[src/rtl/cfg_defs.svh]
`ifndef CFG_DEFS_SVH
`define CFG_DEFS_SVH

////////////////////////////////////////
// Register bus geometry
////////////////////////////////////////

`define CFG_ADDR_W      14           // Byte address
`define CFG_DATA_W      32           // One bus word
`define CFG_BE_W        4            // One enable per byte lane

////////////////////////////////////////
// Reset stretchers
////////////////////////////////////////

`define RST_CNT_W       8            // Counter and delay width
`define RST_DOM_NUM     4            // dsp, all, mac, mm
`define RST_DELAY_DEF   16           // Delay after power-on

////////////////////////////////////////
// Register map, byte addresses
////////////////////////////////////////

`define REG_VERSION     14'h000      // RO version input
`define REG_CTRL        14'h004      // Eth enables, mode, board id
`define REG_RST_DELAY   14'h008      // Shared stretch delay
`define REG_RST_CMD     14'h00C      // WO, one bit per domain
`define REG_DROP_CNT    14'h010      // RO drop counter input
`define REG_TEST        14'h014      // Scratch word

// Lanes of one bus word
`define CFG_LANE_W      8

`endif

[src/rtl/cfg_reg_pkg.sv]
`default_nettype none

`include "cfg_defs.svh"

package cfg_reg_pkg;

  // Raw bus word
  typedef logic [`CFG_DATA_W-1:0] cfg_word_t;

  // Control word as decoded fields, MSB first
  typedef struct packed {
    logic [15:0] board_id;       // Bits 31..16
    logic [7:0]  rsvd_hi;        // Bits 15..8, stored, no function
    logic [3:0]  mode_sel;       // Bits 7..4
    logic [1:0]  rsvd_lo;        // Bits 3..2
    logic        eth_rx_enable;  // Bit 1
    logic        eth_tx_enable;  // Bit 0
  } cfg_ctrl_fields_t;

  // Control register seen both ways
  typedef union packed {
    cfg_word_t        word;      // Byte-lane writes and readback
    cfg_ctrl_fields_t fields;    // Field outputs
  } cfg_ctrl_u;

endpackage

`default_nettype wire

[src/rtl/rst_ctrl_pkg.sv]
`default_nettype none

`include "cfg_defs.svh"

package rst_ctrl_pkg;

  // Domain index, also bit position in the command word
  typedef enum logic [$clog2(`RST_DOM_NUM)-1:0] {
    RST_DSP = 0,
    RST_ALL = 1,
    RST_MAC = 2,
    RST_MM  = 3
  } rst_dom_e;

  // Stretch counter and programmed delay
  typedef logic [`RST_CNT_W-1:0] rst_cnt_t;

endpackage

`default_nettype wire

[src/rtl/cfg_regs.sv]
`timescale 1ns/1ps
`default_nettype none

`include "cfg_defs.svh"

module cfg_regs (
  input  wire logic                    clk,
  input  wire logic                    rst_n,
  input  wire logic                    reg_wr_en,             // Single-cycle strobe
  input  wire logic                    reg_rd_en,             // Single-cycle strobe
  input  wire logic [`CFG_ADDR_W-1:0]  reg_addr,
  input  wire cfg_reg_pkg::cfg_word_t  reg_wr_data,
  input  wire logic [`CFG_BE_W-1:0]    reg_byte_enable,
  input  wire cfg_reg_pkg::cfg_word_t  params_version_num_ro,
  input  wire cfg_reg_pkg::cfg_word_t  drop_pkt_cnt,
  output cfg_reg_pkg::cfg_word_t       reg_rd_data,
  output logic                         reg_rd_data_vld,       // One cycle per read
  output logic                         eth_tx_enable,
  output logic                         eth_rx_enable,
  output logic [3:0]                   params_mode_sel,
  output logic [15:0]                  params_board_id,
  output cfg_reg_pkg::cfg_word_t       params_test,
  output logic [`RST_DOM_NUM-1:0]      soft_rst,              // One-cycle pulses
  output rst_ctrl_pkg::rst_cnt_t       rst_delay
);

  import cfg_reg_pkg::*;
  import rst_ctrl_pkg::*;

  cfg_ctrl_u ctrl_q;                   // Control word
  cfg_word_t rd_mux;                   // Read data before the output flop
  logic      wr_ctrl;
  logic      wr_delay;
  logic      wr_cmd;
  logic      wr_test;

  ////////////////////////////////////////
  // Write decode
  ////////////////////////////////////////

  assign wr_ctrl  = reg_wr_en && (reg_addr == `REG_CTRL);
  assign wr_delay = reg_wr_en && (reg_addr == `REG_RST_DELAY);
  assign wr_cmd   = reg_wr_en && (reg_addr == `REG_RST_CMD);
  assign wr_test  = reg_wr_en && (reg_addr == `REG_TEST);   // Other addresses dropped

  // Control and scratch words, lane by lane
  always_ff @(posedge clk) begin
    if (!rst_n) begin
      ctrl_q.word <= '0;                                     // Eth off, mode 0, id 0
      params_test <= '0;
    end else begin
      for (int i = 0; i < `CFG_BE_W; i++) begin
        if (wr_ctrl && reg_byte_enable[i]) begin
          ctrl_q.word[i*`CFG_LANE_W +: `CFG_LANE_W] <= reg_wr_data[i*`CFG_LANE_W +: `CFG_LANE_W];
        end
        if (wr_test && reg_byte_enable[i]) begin
          params_test[i*`CFG_LANE_W +: `CFG_LANE_W] <= reg_wr_data[i*`CFG_LANE_W +: `CFG_LANE_W];
        end
      end
    end
  end

  // Delay lives in lane 0 only
  always_ff @(posedge clk) begin
    if (!rst_n) begin
      rst_delay <= rst_cnt_t'(`RST_DELAY_DEF);
    end else if (wr_delay && reg_byte_enable[0]) begin
      rst_delay <= rst_cnt_t'(reg_wr_data);                  // Upper lanes ignored
    end
  end

  // Command write becomes a pulse on the following cycle
  always_ff @(posedge clk) begin
    if (!rst_n) begin
      soft_rst <= '0;
    end else if (wr_cmd && reg_byte_enable[0]) begin
      soft_rst <= reg_wr_data[`RST_DOM_NUM-1:0];             // Bit k hits domain k
    end else begin
      soft_rst <= '0;                                        // Self-clearing
    end
  end

  ////////////////////////////////////////
  // Field outputs
  ////////////////////////////////////////

  assign eth_tx_enable   = ctrl_q.fields.eth_tx_enable;
  assign eth_rx_enable   = ctrl_q.fields.eth_rx_enable;
  assign params_mode_sel = ctrl_q.fields.mode_sel;
  assign params_board_id = ctrl_q.fields.board_id;

  ////////////////////////////////////////
  // Read path, one cycle latency
  ////////////////////////////////////////

  always_comb begin
    case (reg_addr)
      `REG_VERSION:   rd_mux = params_version_num_ro;
      `REG_CTRL:      rd_mux = ctrl_q.word;                  // Reserved bits read back too
      `REG_RST_DELAY: rd_mux = cfg_word_t'(rst_delay);       // Zero-extended
      `REG_RST_CMD:   rd_mux = '0;                           // Write-only
      `REG_DROP_CNT:  rd_mux = drop_pkt_cnt;
      `REG_TEST:      rd_mux = params_test;
      default:        rd_mux = '0;                           // Unmapped
    endcase
  end

  always_ff @(posedge clk) begin
    if (!rst_n) begin
      reg_rd_data_vld <= 1'b0;
    end else begin
      reg_rd_data_vld <= reg_rd_en;                          // No back-pressure
    end
  end

  always_ff @(posedge clk) begin
    if (reg_rd_en) begin
      reg_rd_data <= rd_mux;                                 // Held until next read
    end
  end

endmodule

`default_nettype wire

[src/rtl/cfg_top_wrapper.sv]
`timescale 1ns/1ps
`default_nettype none

`include "cfg_defs.svh"

module cfg_top_wrapper (
  input  wire logic                    clk,
  input  wire logic                    rst_n,
  input  wire logic                    reg_wr_en,
  input  wire logic                    reg_rd_en,
  input  wire logic [`CFG_ADDR_W-1:0]  reg_addr,
  input  wire cfg_reg_pkg::cfg_word_t  reg_wr_data,
  input  wire logic [`CFG_BE_W-1:0]    reg_byte_enable,
  input  wire cfg_reg_pkg::cfg_word_t  params_version_num_ro,   // Build version
  input  wire cfg_reg_pkg::cfg_word_t  drop_pkt_cnt,            // From the MAC
  output cfg_reg_pkg::cfg_word_t       reg_rd_data,
  output logic                         reg_rd_data_vld,
  output logic                         params_dsp_rst,
  output logic                         params_all_rst,
  output logic                         params_mac_rst,
  output logic                         params_mm_rst,
  output logic                         eth_tx_enable,
  output logic                         eth_rx_enable,
  output logic [3:0]                   params_mode_sel,
  output logic [15:0]                  params_board_id,
  output cfg_reg_pkg::cfg_word_t       params_test
);

  import rst_ctrl_pkg::*;

  logic [`RST_DOM_NUM-1:0] soft_rst;    // Pulses from command writes
  logic [`RST_DOM_NUM-1:0] dom_rst;     // Stretched levels
  rst_cnt_t                rst_delay;   // Common to all domains

  ////////////////////////////////////////
  // Register block
  ////////////////////////////////////////

  cfg_regs u_cfg_regs (
    .clk                   (clk),
    .rst_n                 (rst_n),
    .reg_wr_en             (reg_wr_en),
    .reg_rd_en             (reg_rd_en),
    .reg_addr              (reg_addr),
    .reg_wr_data           (reg_wr_data),
    .reg_byte_enable       (reg_byte_enable),
    .params_version_num_ro (params_version_num_ro),
    .drop_pkt_cnt          (drop_pkt_cnt),
    .reg_rd_data           (reg_rd_data),
    .reg_rd_data_vld       (reg_rd_data_vld),
    .eth_tx_enable         (eth_tx_enable),
    .eth_rx_enable         (eth_rx_enable),
    .params_mode_sel       (params_mode_sel),
    .params_board_id       (params_board_id),
    .params_test           (params_test),
    .soft_rst              (soft_rst),
    .rst_delay             (rst_delay)
  );

  ////////////////////////////////////////
  // One stretcher per reset domain
  ////////////////////////////////////////

  for (genvar d = int'(RST_DSP); d <= int'(RST_MM); d++) begin : g_rst_dom
    rst_stretch u_rst_stretch (
      .clk     (clk),
      .rst_n   (rst_n),
      .trig    (soft_rst[d]),                // Command bit d
      .delay   (rst_delay),
      .rst_out (dom_rst[d])
    );
  end

  assign params_dsp_rst = dom_rst[RST_DSP];
  assign params_all_rst = dom_rst[RST_ALL];
  assign params_mac_rst = dom_rst[RST_MAC];
  assign params_mm_rst  = dom_rst[RST_MM];

endmodule

`default_nettype wire

[src/rtl/rst_stretch.sv]
`timescale 1ns/1ps
`default_nettype none

module rst_stretch (
  input  wire logic                    clk,
  input  wire logic                    rst_n,
  input  wire logic                    trig,       // Soft-reset pulse
  input  wire rst_ctrl_pkg::rst_cnt_t  delay,      // Shared with other domains
  output logic                         rst_out     // Active-high domain reset
);

  import rst_ctrl_pkg::*;

  logic     flag_q;   // Stretch in progress
  rst_cnt_t cnt_q;    // Cycles since stretch start

  // Set by reset or pulse, cleared once the count reaches the delay
  always_ff @(posedge clk) begin
    if (!rst_n) begin
      flag_q <= 1'b1;                            // Domains start in reset
    end else if (trig) begin
      flag_q <= 1'b1;                            // Wins over the clear
    end else if (flag_q && (cnt_q == delay)) begin
      flag_q <= 1'b0;                            // delay+1 cycles elapsed
    end
  end

  // Retrigger keeps counting, so the stretch is not restarted
  always_ff @(posedge clk) begin
    if (!rst_n) begin
      cnt_q <= '0;
    end else if (flag_q) begin
      cnt_q <= cnt_q + 1'b1;
    end else begin
      cnt_q <= '0;                               // Idle
    end
  end

  assign rst_out = flag_q;

endmodule

`default_nettype wire

[config.mk]
export PLATFORM = sky130hd
export DESIGN_NAME = cfg_top_wrapper
export DESIGN_NICKNAME = d
export VERILOG_FILES = /design/src/rtl/cfg_reg_pkg.sv /design/src/rtl/rst_ctrl_pkg.sv /design/src/rtl/cfg_regs.sv /design/src/rtl/cfg_top_wrapper.sv /design/src/rtl/rst_stretch.sv
export VERILOG_INCLUDE_DIRS = /design/src /design/src/rtl
export SDC_FILE = /design/constraint.sdc
export NUM_CORES = 1
export LEC_CHECK = 0
export ABC_AREA = 1
export BUFFER_PORTS_ARGS = -buffer_cell sky130_fd_sc_hd__buf_4
export CAP_MARGIN = 20
export CORE_MARGIN = 5
export CORE_UTILIZATION = 56
export DETAILED_ROUTE_END_ITERATION = 8
export GPL_ROUTABILITY_DRIVEN = 0
export PLACE_DENSITY = 0.93
export SLEW_MARGIN = 5
export SYNTH_ARGS = -nofsm -noshare
export SYNTH_HDL_FRONTEND = slang
export SYNTH_SLANG_ARGS = --single-unit
[constraint.sdc]
create_clock -name clk -period 2.86 [get_ports clk]
set_input_delay 0.429 -clock clk [delete_from_list [all_inputs] [get_ports clk]]
set_output_delay 0.429 -clock clk [all_outputs]
set_load 0.01 [all_outputs]
* After elaboration in Yosys (flattened, before gate mapping)
Cells that the tools add are included.
Operators by class: muxes and demuxes 1, reductions and logical operators 28, bitwise gates (word level) 1, equal/unequal tests 9, $add $sub $neg 4
Operators with widths (count):
- one-hot mux 32 bit (5 select lines) | 1
- adder 8 x 1 -> 8 bit (second input constant) | 4
- == test 8 bit | 4
- == test 14 x 4 -> 1 bit (second input constant) | 2
- == test 14 x 5 -> 1 bit (second input constant) | 2
- logical AND 1 bit | 18
- == test 14 x 3 -> 1 bit (second input constant) | 1
- logical NOT 14 bit | 1
- AND reduction 2 bit | 5
- OR reduction 2 bit | 4
- NOT 1 bit | 1
Word-level totals: register bits after elaboration 145, bits of input ports 118

* Logic depth before layout (Yosys ltp)
Gate-level depths: netlist of the first run.
depth after elaboration 4, mapped depth 11, mapped depth without buffers 10

* By module
Synthesis of the first run repeated with hierarchy kept, for this count alone.
Unflattened totals: cell total of the unflattened synthesis 1040, area, all modules 7350.8 µm²
By module, submodules not included:
- cfg_regs | area an instance 5499.0 µm², cells each 772, times used 1
- rst_stretch | area an instance 462.9 µm², cells each 67, times used 4

* Worst setup path before layout of the first run
OpenSTA, ideal clock, no wires.
path type input port to flip-flop, start input reg_addr[13], end register u_cfg_regs.reg_rd_data[10], data pin, cell stages on the path 7, path buffers 3, data arrival time 1.471 ns, slack 1.251 ns, cells stage by stage or2_1 nor2_4 buf_6 buf_6 buf_2 nand3_1 nand4_1
Between the ends: longest elaborated chain between the ends 2
Ends and longest elaborated chain:
- from (decl) | RTL line cfg_top_wrapper.sv:11 | input wire logic [`CFG_ADDR_W-1:0] reg_addr,
- == test 14 x 5 -> 1 bit, or another cell as far along | RTL line cfg_regs.sv:97 | case (reg_addr)
- one-hot mux 32 bit (5 select lines) (*) | RTL line cfg_regs.sv:97
- via u_cfg_regs.rd_mux[10] | RTL line cfg_regs.sv:31 | cfg_word_t rd_mux;
- to (signal assigned) | RTL line cfg_regs.sv:118 | reg_rd_data <= rd_mux;
- to (decl) | RTL line cfg_regs.sv:16 | output cfg_reg_pkg::cfg_word_t reg_rd_data,
The timed path passes the listed nets; every way through them passes the cells marked *. A chain may end at the register's enable or synchronous reset.

* Final worst setup path of the first run
start input reg_addr[5], end register u_cfg_regs.ctrl_q[25] (netlist name)
Between the ends: longest elaborated chain between the ends 3
Ends and longest elaborated chain:
- == test 14 x 3 -> 1 bit
- logical AND 1 bit | RTL line cfg_regs.sv:41 | assign wr_ctrl = reg_wr_en && (reg_addr == `REG_CTRL);
- logical AND 1 bit | RTL line cfg_regs.sv:53 | if (wr_ctrl && reg_byte_enable[i]) begin
- to (decl) | RTL line cfg_regs.sv:30 | cfg_ctrl_u ctrl_q;
No other way between the ends.

==> reports/metrics.yaml, run 1 <==
cpMostUsedCell: "nor2_1"
setup.worst_path.start: "reg_addr[5]"
required_ps: 3170
tns_ps: 0
slowest_stage: "nand4_1"
die_h_um: 123
synth_top_area_share_pct: 31.6
grt_max_degree: 48
antenna_cells: 0
num_rows: 41
path_cells: "buf_4 > nor2_1 > nand2_1 > nor2_2 > nand4_1 > nor2_1 > nor2_1"
clk_pin_slew_ps: 70
htreeDepth: 4
synth_compound_area_share_pct: 3.53
synth_top_family_by_area: "simple AND/OR/NAND/NOR gates"
async_reset_ff_share_pct: 0
yosysUniqueCellTypes: 29
crit_cells: 7
synth_edf_count: 32
crit_type: "in2reg"
clk_root_buffer_cell: "clkbuf_16"
avgSynthCellArea_sq_um: 7.04
synth_fa_ha_area_share_pct: 0.698
vdd.ir_drop.worst_mv: 0.407
min_period_over_period_pct: 74.5
drc: 0
synthTopCellsByCount: "nand2_1 (288), nor2_1 (171), inv_1 (121), dfxtp_1 (113), nand3_1 (94)"
worstSetupEndpoint: "u_cfg_regs.ctrl_q[25]"
ios: 209
startpoint_type: "input pin"
netlist_area_sq_um: 7170
slew_headroom_pct: 51.0
clock_latency_ps: 430
cts_resized: 0
drtAntennaViolNets: 0
dp_hpwl_mm: 16.0
regToRegSetupSlack_ps: 1540
first_iter_violations: 1061
syn_to_final_growth_pct: 28.8
routed_wl_mm: 22.7
syn_nets: 1140
cpPeakStageDelay_ps: 690
cp_top_family: "simple AND/OR/NAND/NOR gates"
hp-class: "in2reg"
slew_viol_final: 0
ys_ff_latch: 145
overflow: 0
ys_warn_count: 0
postCtsHoldBufs: 0
clockBufferDepth: 2
post_drt_wl_per_cell_um: 16.5
critical_path_buf_inv_count: 1
fin_util_pct: 73.4
fp.dieArea_sq_um: 15200
holdWs_ps: 234
num_vias: 7389
layout_min_cycle_time_ps: 2130
yosys.cell_count.top_type: "nand2_1"
antenna_found_initial: 0
r2r_cells: 7
postCtsSetupBuffers: 0
seq_area_frac_synth_pct: 45.0
cts_made_buffers: 17
fill_cells: 937
setup_viol: 0
nets: 1312
start_util_pct: 57.0
synth.area.mux_share_pct: 0
fin_skew_ps: 8.50
synth_area_leaders: "dfxtp_1 (32%), nand2_1 (15%), edfxtp_1 (13%), nor2_1 (9.0%), nand3_1 (6.6%)"
grt_usage_pct: 29.5
port_buffers: 208
power.total_mw: 4.69
netlist_instances: 1018
status: "finished, final reports clean"
yosys.area_share.xor_xnor_pct: 2.08
avgViaCountPerCell: 5.37
netlist.top_cell.by_area: "dfxtp_1"
critPathMaxFanout: 16
grt_pass1_wl_mm: 34.7
leakagePower_nw: 4.49
clock_sinks: 145
drive_above_1_share_pct: 21.8
rr_startpoint: "u_cfg_regs.rst_delay[2]"
dr.pass1.iters: 8
cp.arrival_ps: 2440
crit_path_end_kind: "flop"
rsz0062_at_grt: "false"
r2r_end: "g_rst_dom[2].u_rst_stretch.rst_out"
tightest_slew_ps: 732
synthSimpleGateAreaFrac_pct: 37.1
hold_viol_final: 0
cts_tree: "done"
grt_pass1_vias: 6944
max_freq_mhz: 469
power-per-cell-area_nw_per_um2: 508
drv_cap: 0
coreArea_sq_um: 12600
fp.dieW_um: 123
yosys_most_used_dff: "dfxtp_1"
==> sequential cells by signal (all words and copies together), names as in the netlist <==
name	flops
g_rst_dom.u_rst_stretch.cnt_q	32
g_rst_dom.u_rst_stretch.rst_out	4
u_cfg_regs.ctrl_q	32
u_cfg_regs.params_test	32
u_cfg_regs.reg_rd_data	32
u_cfg_regs.reg_rd_data_vld	1
u_cfg_regs.rst_delay	8
u_cfg_regs.soft_rst	4
==> final cells by class <==
class / instances / area (sq um) / share of cell area (%)
Clock buffer: 21 / 504 / 5.46
Inverter: 124 / 465 / 5.04
Tap cell: 172 / 215 / 2.33
Timing Repair Buffer: 214 / 1610 / 17.4
Sequential cell: 145 / 3220 / 34.9
Clock inverter: 11 / 100 / 1.08
Multi-Input combinational cell: 688 / 3110 / 33.7
==> how the worst min path moves through the flow <==
stage / start / to / slack, ps / cells past startpoint
finish: reg_wr_data[10] / u_cfg_regs.params_test[10] / 230 / 3
global route: reg_wr_data[10] / u_cfg_regs.ctrl_q[10] / 250 / 3
CTS: reg_wr_data[10] / u_cfg_regs.params_test[10] / 230 / 3
detailed placement: u_cfg_regs.soft_rst[1] / g_rst_dom[1].u_rst_stretch.rst_out / 410 / 2
global placement: u_cfg_regs.soft_rst[1] / g_rst_dom[1].u_rst_stretch.rst_out / 410 / 2
floorplan: u_cfg_regs.soft_rst[0] / g_rst_dom[0].u_rst_stretch.rst_out / 390 / 2
==> report_power, final <==
part           switching [mW]  leakage [nW]  internal (mW)
clock network           0.890         0.294           1.35
logic                   0.148          2.95          0.155
registers              0.0214          1.24           2.12
total                    1.06          4.49           3.63
==> layout by cell type, fill, tap and decap left out, types with 4 or more instances in the layout <==
cell type  count
a21oi_1       26
buf_4        214
clkbuf_16     20
clkinv_2       4
clkinv_4       4
dfxtp_1      113
edfxtp_1      32
ha_1           4
inv_1        121
nand2_1      288
nand3_1       94
nand4_1       38
nor2_1       169
nor3_1        11
o21ai_0       23
xnor2_1       12
xor2_1         5
==> through the flow <==
| step | cell area, sq um | setup slack, ps | cells |
|---|---|---|---|
| after CTS | 9230 | 778 | 1375 |
| final | 9230 | 730 | 1375 |
| after global routing | 9230 | 508 | 1375 |
| after detailed placement | 8620 | 419 | 1343 |
| after floorplan | 7170 | 1250 | 1018 |
| after global placement | 8620 | 526 | 1343 |
==> kinds of logic (layout without fill, tap and decap cells) <==
kind of cell | after synthesis | in the layout
flip-flops | 145 | 145
buffers and inverters | 185 | 370
adder cells (fa/ha/maj) | 4 | 4
AO/OA/AOI/OAI | 50 | 50
XOR/XNOR | 17 | 17
AND/OR/NAND/NOR | 617 | 617
==> worst reg2reg max path, cell delays in order, from the launching register on <==
cell and delay, ps:
dfxtp_1 520, inv_1 170, or2_2 300, nand3_1 80
nor2_1 40, nand2_1 60, nand2_1 50, nand2_1 50
==> per-layer routing <==
layer	vias to the layer above	track usage, %	wire (um)
met1	3284	35.4	8260
met5	-	0	0
li1	3524	-	-
met3	96	8.83	2470
met4	0	15.4	1170
met2	485	47.9	10800
Power figures use the tool's default switching activity.
==> run 2: changes to the inputs <==
--- a/config.mk
+++ b/config.mk
@@ -10,10 +10,10 @@
 export BUFFER_PORTS_ARGS = -buffer_cell sky130_fd_sc_hd__buf_4
 export CAP_MARGIN = 20
 export CORE_MARGIN = 5
-export CORE_UTILIZATION = 56
+export CORE_UTILIZATION = 52
 export DETAILED_ROUTE_END_ITERATION = 8
 export GPL_ROUTABILITY_DRIVEN = 0
-export PLACE_DENSITY = 0.93
+export PLACE_DENSITY = 0.88
 export SLEW_MARGIN = 5
 export SYNTH_ARGS = -nofsm -noshare
 export SYNTH_HDL_FRONTEND = slang
==> constraint.sdc (replaced) <==
create_clock -name clk -period 2.2 [get_ports clk]
set_input_delay 0.33 -clock clk [delete_from_list [all_inputs] [get_ports clk]]
set_output_delay 0.33 -clock clk [all_outputs]
set_load 0.01 [all_outputs]
==> run 2 against run 1 <==
Effect of this change:
- sequential cell count unchanged
- power up 29%
- count of clock-buffer cells in the layout up 8
- cell count up 1.2%
==> reports/metrics.yaml, run 2 (same netlist as run 1, synthesis figures left out) <==
status: "finished, final reports clean"
vdd.ir_drop.worst_mv: 0.525  # +29%
startpoint_type: "input pin"
drive_above_1_share_pct: 22.0  # +0.26 points
final_common_cell: "nand2_1"
fin_skew_ps: 9.44  # +0.946 ps
critPathMaxFanout: 27  # +11
slew_viol_final: 0  # unchanged
slew_headroom_pct: 67.2  # +16 points
first_iter_violations: 677  # -36%
power.total_mw: 6.03  # +29%
rsz0062_at_grt: "false"
coreArea_sq_um: 13400  # +6.6%
tightest_slew_ps: 492  # -241 ps
path_cells: "buf_4 > or2_1 > nor2_4 > buf_12 > nand3_1 > nand2_1 > a21oi_1"
hp-class: "in2reg"
hold_viol_final: 0  # unchanged
holdPathEnd: "u_cfg_regs.params_test[16]"
layout_min_cycle_time_ps: 1460
syn_to_final_growth_pct: 30.5
setup.worst_path.start: "reg_addr[13]"
num_rows: 42  # +2.4%
port_buffers: 208  # unchanged
leakagePower_nw: 4.55  # +1.4%
max_freq_mhz: 683
hold_path_depth: 3  # unchanged
cpPeakStageDelay_ps: 340  # -350 ps
clockBufferDepth: 2  # unchanged
crit_path_end_kind: "flop"
regArea_sq_um: 3220  # unchanged
die_h_um: 127  # +3.5%
fill_cells: 1061  # +13%
required_ps: 2510  # -660 ps
power-per-cell-area_nw_per_um2: 646  # +27%
clk_pin_slew_ps: 60  # about the same
overflow: 0  # unchanged
clock_sinks: 145  # unchanged
tns_ps: 0  # unchanged
postCtsSetupBuffers: 0  # unchanged
grt_pass1_wl_mm: 33.8  # -2.6%
clock_latency_ps: 430  # about the same
regToRegSetupSlack_ps: 900  # -640 ps
fp.dieW_um: 127  # +3.5%
multi_input_area_sq_um: 3110  # unchanged
min_period_over_period_pct: 66.6
min_from: "reg_wr_data[16]"
r2r_cells: 7  # unchanged
fp.dieArea_sq_um: 16200  # +7.1%
clk_root_buffer_cell: "clkbuf_16"
cts_resized: 0  # unchanged
rr_startpoint: "g_rst_dom[2].u_rst_stretch.cnt_q[2]"
final_cell_mix: "nand2_1 (288), buf_4 (224), nor2_1 (169), inv_1 (121), dfxtp_1 (113)"
drtAntennaViolNets: 0  # unchanged
drc: 0  # unchanged
grt_usage_pct: 26.5  # -3.0 points
postCtsHoldBufs: 0  # unchanged
drv_cap: 0  # unchanged
ios: 209  # unchanged
routed_wl_mm: 21.8  # -4.0%
avgViaCountPerCell: 5.14  # -4.4%
setup_viol: 0  # unchanged
cts_made_buffers: 17  # unchanged
crit_type: "in2reg"
slowest_stage: "nor2_4"
grt_pass1_vias: 6647  # -4.3%
dp_hpwl_mm: 15.9  # -0.87%
cts_tree: "done"
grt_max_degree: 49  # +2.1%
antenna_found_initial: 0  # unchanged
r2r_end: "g_rst_dom[2].u_rst_stretch.cnt_q[7]"
nets: 1325  # +0.99%
start_util_pct: 53.5  # -3.5 points
post_drt_wl_per_cell_um: 15.7  # -5.2%
antenna_cells: 0  # unchanged
cp.arrival_ps: 1770  # -670 ps
num_vias: 7149  # -3.2%
dr.pass1.iters: 6  # -2
htreeDepth: 4  # unchanged
-- run 2: cell count changes in the layout (fill, tap and decap cells not counted) --
cell        previous run  this run
buf_4                214       224
clkbuf_1               1         8
clkinv_2               4         2
clkinv_4               4         0
clkbuf_8               0         1
clkinvlp_4             2         0
buf_12                 0         3
-- run 2: final cells by class --
cell class / count / share of cell area (%)
Sequential cell: 145 / 34.5
Clock buffer: 29 / 5.82
Timing Repair Buffer: 227 / 18.6
Multi-Input combinational cell: 688 / 33.3
Tap cell: 176 / 2.36
Inverter: 124 / 4.98
Clock inverter: 3 / 0.428
-- run 2: how the worst max path moves through the flow --
stage          cells past startpoint  slack, ps                          to
3_3_place_gp                       9        380       u_cfg_regs.ctrl_q[25]
3_5_place_dp                       7        330  u_cfg_regs.params_test[24]
6_report                           7        740   u_cfg_regs.params_test[2]
4_1_cts                            8        740  u_cfg_regs.params_test[21]
2_1_floorplan                      7        690  u_cfg_regs.reg_rd_data[10]
5_1_grt                            8        610     u_cfg_regs.rst_delay[3]
-- run 2: through the flow --
stage	util (%)	setup slack [ps]	std cells	instance area [sq um]	hold WS, ps
finish	69.8	735	1392	9350	134
global route	69.8	614	1392	9350	132
CTS	69.8	745	1392	9350	130
detailed placement	65.4	332	1360	8760	430
global placement	65.4	378	1360	8760	426
floorplan	-	690	1018	7170	394
-- run 2: worst max-delay path, delay by kind of cell --
kind                   cells  cell delay [ps]
AO/OA/AOI/OAI              1              100
buffers and inverters      2              320
AND/OR/NAND/NOR            4             1010
-- run 2: power by group --
group,switching (mW),total [mW],internal [mW]
Clock,1.07,2.86,1.79
Combinational,0.189,0.392,0.203
Sequential,0.0304,2.79,2.76
Total,1.29,6.03,4.75
-- run 2: routing by layer --
layer	vias to the layer above	part of all wire (%)	track usage (%)
li1	3559	-	-
met1	3216	40	33.1
met5	-	0	0
met2	316	47	42.6
met3	58	9.2	7.01
met4	0	3.8	12.9
==> run 3: changes to the inputs <==
--- a/config.mk
+++ b/config.mk
@@ -10,10 +10,10 @@
 export BUFFER_PORTS_ARGS = -buffer_cell sky130_fd_sc_hd__buf_4
 export CAP_MARGIN = 20
 export CORE_MARGIN = 5
-export CORE_UTILIZATION = 52
+export CORE_UTILIZATION = 47
 export DETAILED_ROUTE_END_ITERATION = 8
 export GPL_ROUTABILITY_DRIVEN = 0
-export PLACE_DENSITY = 0.88
+export PLACE_DENSITY = 0.84
 export SLEW_MARGIN = 5
 export SYNTH_ARGS = -nofsm -noshare
 export SYNTH_HDL_FRONTEND = slang
==> constraint.sdc (replaced) <==
create_clock -name clk -period 1.3 [get_ports clk]
set_input_delay 0.195 -clock clk [delete_from_list [all_inputs] [get_ports clk]]
set_output_delay 0.195 -clock clk [all_outputs]
set_load 0.01 [all_outputs]
==> run 3 against run 2 <==
Effect of this change:
- sequential share of layout area down 2.0 points
- hold slack worse by 120 ps
- die area up 9.8%
- cell count up 4.5%
- global-route usage down 0.58 points
- register-to-register slack worse by 790 ps
- non-clock buffer count up 50
- clock power up 84%
- largest power group unchanged
==> reports/metrics.yaml, run 3 (same netlist as run 1, synthesis figures left out) <==
status: "finished, final reports clean"
setup_viol: 0  # unchanged
dp_hpwl_mm: 17.0  # +6.6%
leakagePower_nw: 4.83  # +6.2%
coreArea_sq_um: 15100  # +13%
fin_util_pct: 66.0  # -3.8 points
fp.dieArea_sq_um: 17800  # +9.8%
final_cell_mix: "nand2_1 (288), buf_4 (248), nor2_1 (168), inv_1 (121), dfxtp_1 (105)"
drive_above_1_share_pct: 25.2  # +3.2 points
num_rows: 45  # +7.1%
cts_tree: "done"
cp.arrival_ps: 1610  # -160 ps
drtAntennaViolNets: 0  # unchanged
rr_startpoint: "g_rst_dom[1].u_rst_stretch.cnt_q[0]"
fin_skew_ps: 5.33  # -4.11 ps
post-place-ws_ps: -287  # -619 ps
syn_to_final_growth_pct: 38.9
ios: 209  # unchanged
cts_made_buffers: 17  # unchanged
grt_pass1_vias: 7353  # +11%
drv_cap: 0  # unchanged
slew_headroom_pct: 67.7  # +0.47 points
layout_min_cycle_time_ps: 1260
port_buffers: 208  # unchanged
multi_input_area_sq_um: 3140  # +0.92%
fin_cells: 1454  # +4.5%
regArea_sq_um: 3230  # +0.31%
holdPathEnd: "u_cfg_regs.ctrl_q[26]"
post_drt_wl_per_cell_um: 16.0  # +1.8%
tns_ps: 0  # unchanged
rsz0062_at_grt: "true"
antenna_cells: 0  # unchanged
crit_path_end_kind: "flop"
grt_usage_pct: 25.9  # -0.58 points
routed_wl_mm: 23.2  # +6.3%
dr.pass1.iters: 5  # -1
design_area_sq_um: 9950  # +6.5%
postCtsSetupBuffers: 0  # unchanged
max_freq_mhz: 791
start_util_pct: 47.5  # -6.0 points
hp-class: "in2reg"
avgViaCountPerCell: 5.20  # +1.2%
htreeDepth: 4  # unchanged
fill_cells: 1208  # +14%
clock_latency_ps: 420  # about the same
first_iter_violations: 706  # +4.3%
drc: 0  # unchanged
num_vias: 7559  # +5.7%
min_period_over_period_pct: 97.3
nets: 1375  # +3.8%
slew_viol_final: 0  # unchanged
critPathMaxFanout: 16  # -41%
overflow: 0  # unchanged
hold_viol_final: 0  # unchanged
clock_sinks: 145  # unchanged
clk_root_buffer_cell: "clkbuf_16"
final_common_cell: "nand2_1"
vdd.ir_drop.worst_mv: 0.972  # +85%
power.total_mw: 10.7  # +78%
hold_path_depth: 3  # unchanged
r2r_end: "g_rst_dom[1].u_rst_stretch.cnt_q[6]"
dpl-instance-area_sq_um: 9090  # +3.7%
clockBufferDepth: 2  # unchanged
finalWorstSetupSlack_ps: 35.0  # -700 ps
antenna_found_initial: 0  # unchanged
grt_pass1_wl_mm: 37.0  # +9.3%
startpoint_type: "input pin"
crit_type: "in2reg"
clk_pin_slew_ps: 60  # about the same
power-per-cell-area_nw_per_um2: 1080  # +67%
min_from: "reg_wr_data[26]"
required_ps: 1640  # -870 ps
grt_max_degree: 47  # -4.1%
regToRegSetupSlack_ps: 110  # -790 ps
r2r_cells: 7  # unchanged
dp_cells: 1402  # +3.1%
tightest_slew_ps: 485  # -7.02 ps
holdWs_ps: 15.4  # -118 ps
fp.dieW_um: 133  # +4.8%
die_h_um: 133  # +4.8%
## run 3: cell count changes in the layout (fill, tap and decap cells not counted), moves of 4 or more
cell and change:
buf_12 +6, buf_4 +24, clkbuf_1 -8, clkinvlp_4 +4, dfxtp_1 -8, dfxtp_2 +8
dlygate4sd3_1 +20
## run 3: how the worst max path moves through the flow
stage                                                    from                                  end  slack (ps)  cells past startpoint
after floorplan                                  reg_addr[13]            u_cfg_regs.reg_rd_data[2]          -7                      8
after global placement                           reg_addr[13]              u_cfg_regs.rst_delay[6]        -270                      7
after detailed placement                         reg_addr[13]           u_cfg_regs.reg_rd_data[31]        -290                      9
after CTS                           u_cfg_regs.params_test[5]                       params_test[5]          40                      1
after global routing      g_rst_dom[1].u_rst_stretch.cnt_q[0]  g_rst_dom[1].u_rst_stretch.cnt_q[6]         -10                      7
final                                            reg_addr[13]                u_cfg_regs.ctrl_q[18]          40                      9
## run 3: where the power goes
group	switching, mW	internal, mW	leakage [nW]
registers	0.0489	4.67	1.25
clock network	2.02	3.23	0.296
logic	0.345	0.410	3.29
## run 3: worst max-delay path, cell delays in order
cell and delay (ps):
buf_4 100, or2_1 250, nor2_4 180, buf_4 230, nand4_1 100, buf_4 200
nand2_1 100, nand2_1 80, nor2_1 160
## run 3: timing repair
| item | in CTS | in global routing |
|---|---|---|
| resized for setup | 0 | 13 |
| endpoints found under the hold margin | 26 | 0 |
| endpoints found under the setup margin | 0 | 10 |
| hold buffers | 20 | 0 |
## run 3: layout make-up
| cell class | count | area share, % |
|---|---|---|
| clock buffer | 17 | 4.27 |
| clock inverter | 15 | 2.09 |
| inverter | 124 | 4.68 |
| multi-input combinational | 688 | 31.6 |
| sequential | 145 | 32.5 |
| tap | 188 | 2.36 |
| timing repair buffer | 277 | 22.5 |
## run 3: per-layer routing
| layer | part of all wire, % | up-vias | track usage [%] |
|---|---|---|---|
| li1 | - | 3656 | - |
| met1 | 39 | 3427 | 31.9 |
| met2 | 48 | 385 | 41.7 |
| met3 | 8.4 | 91 | 6.38 |
| met4 | 5.1 | 0 | 14.6 |
| met5 | 0 | - | 0 |
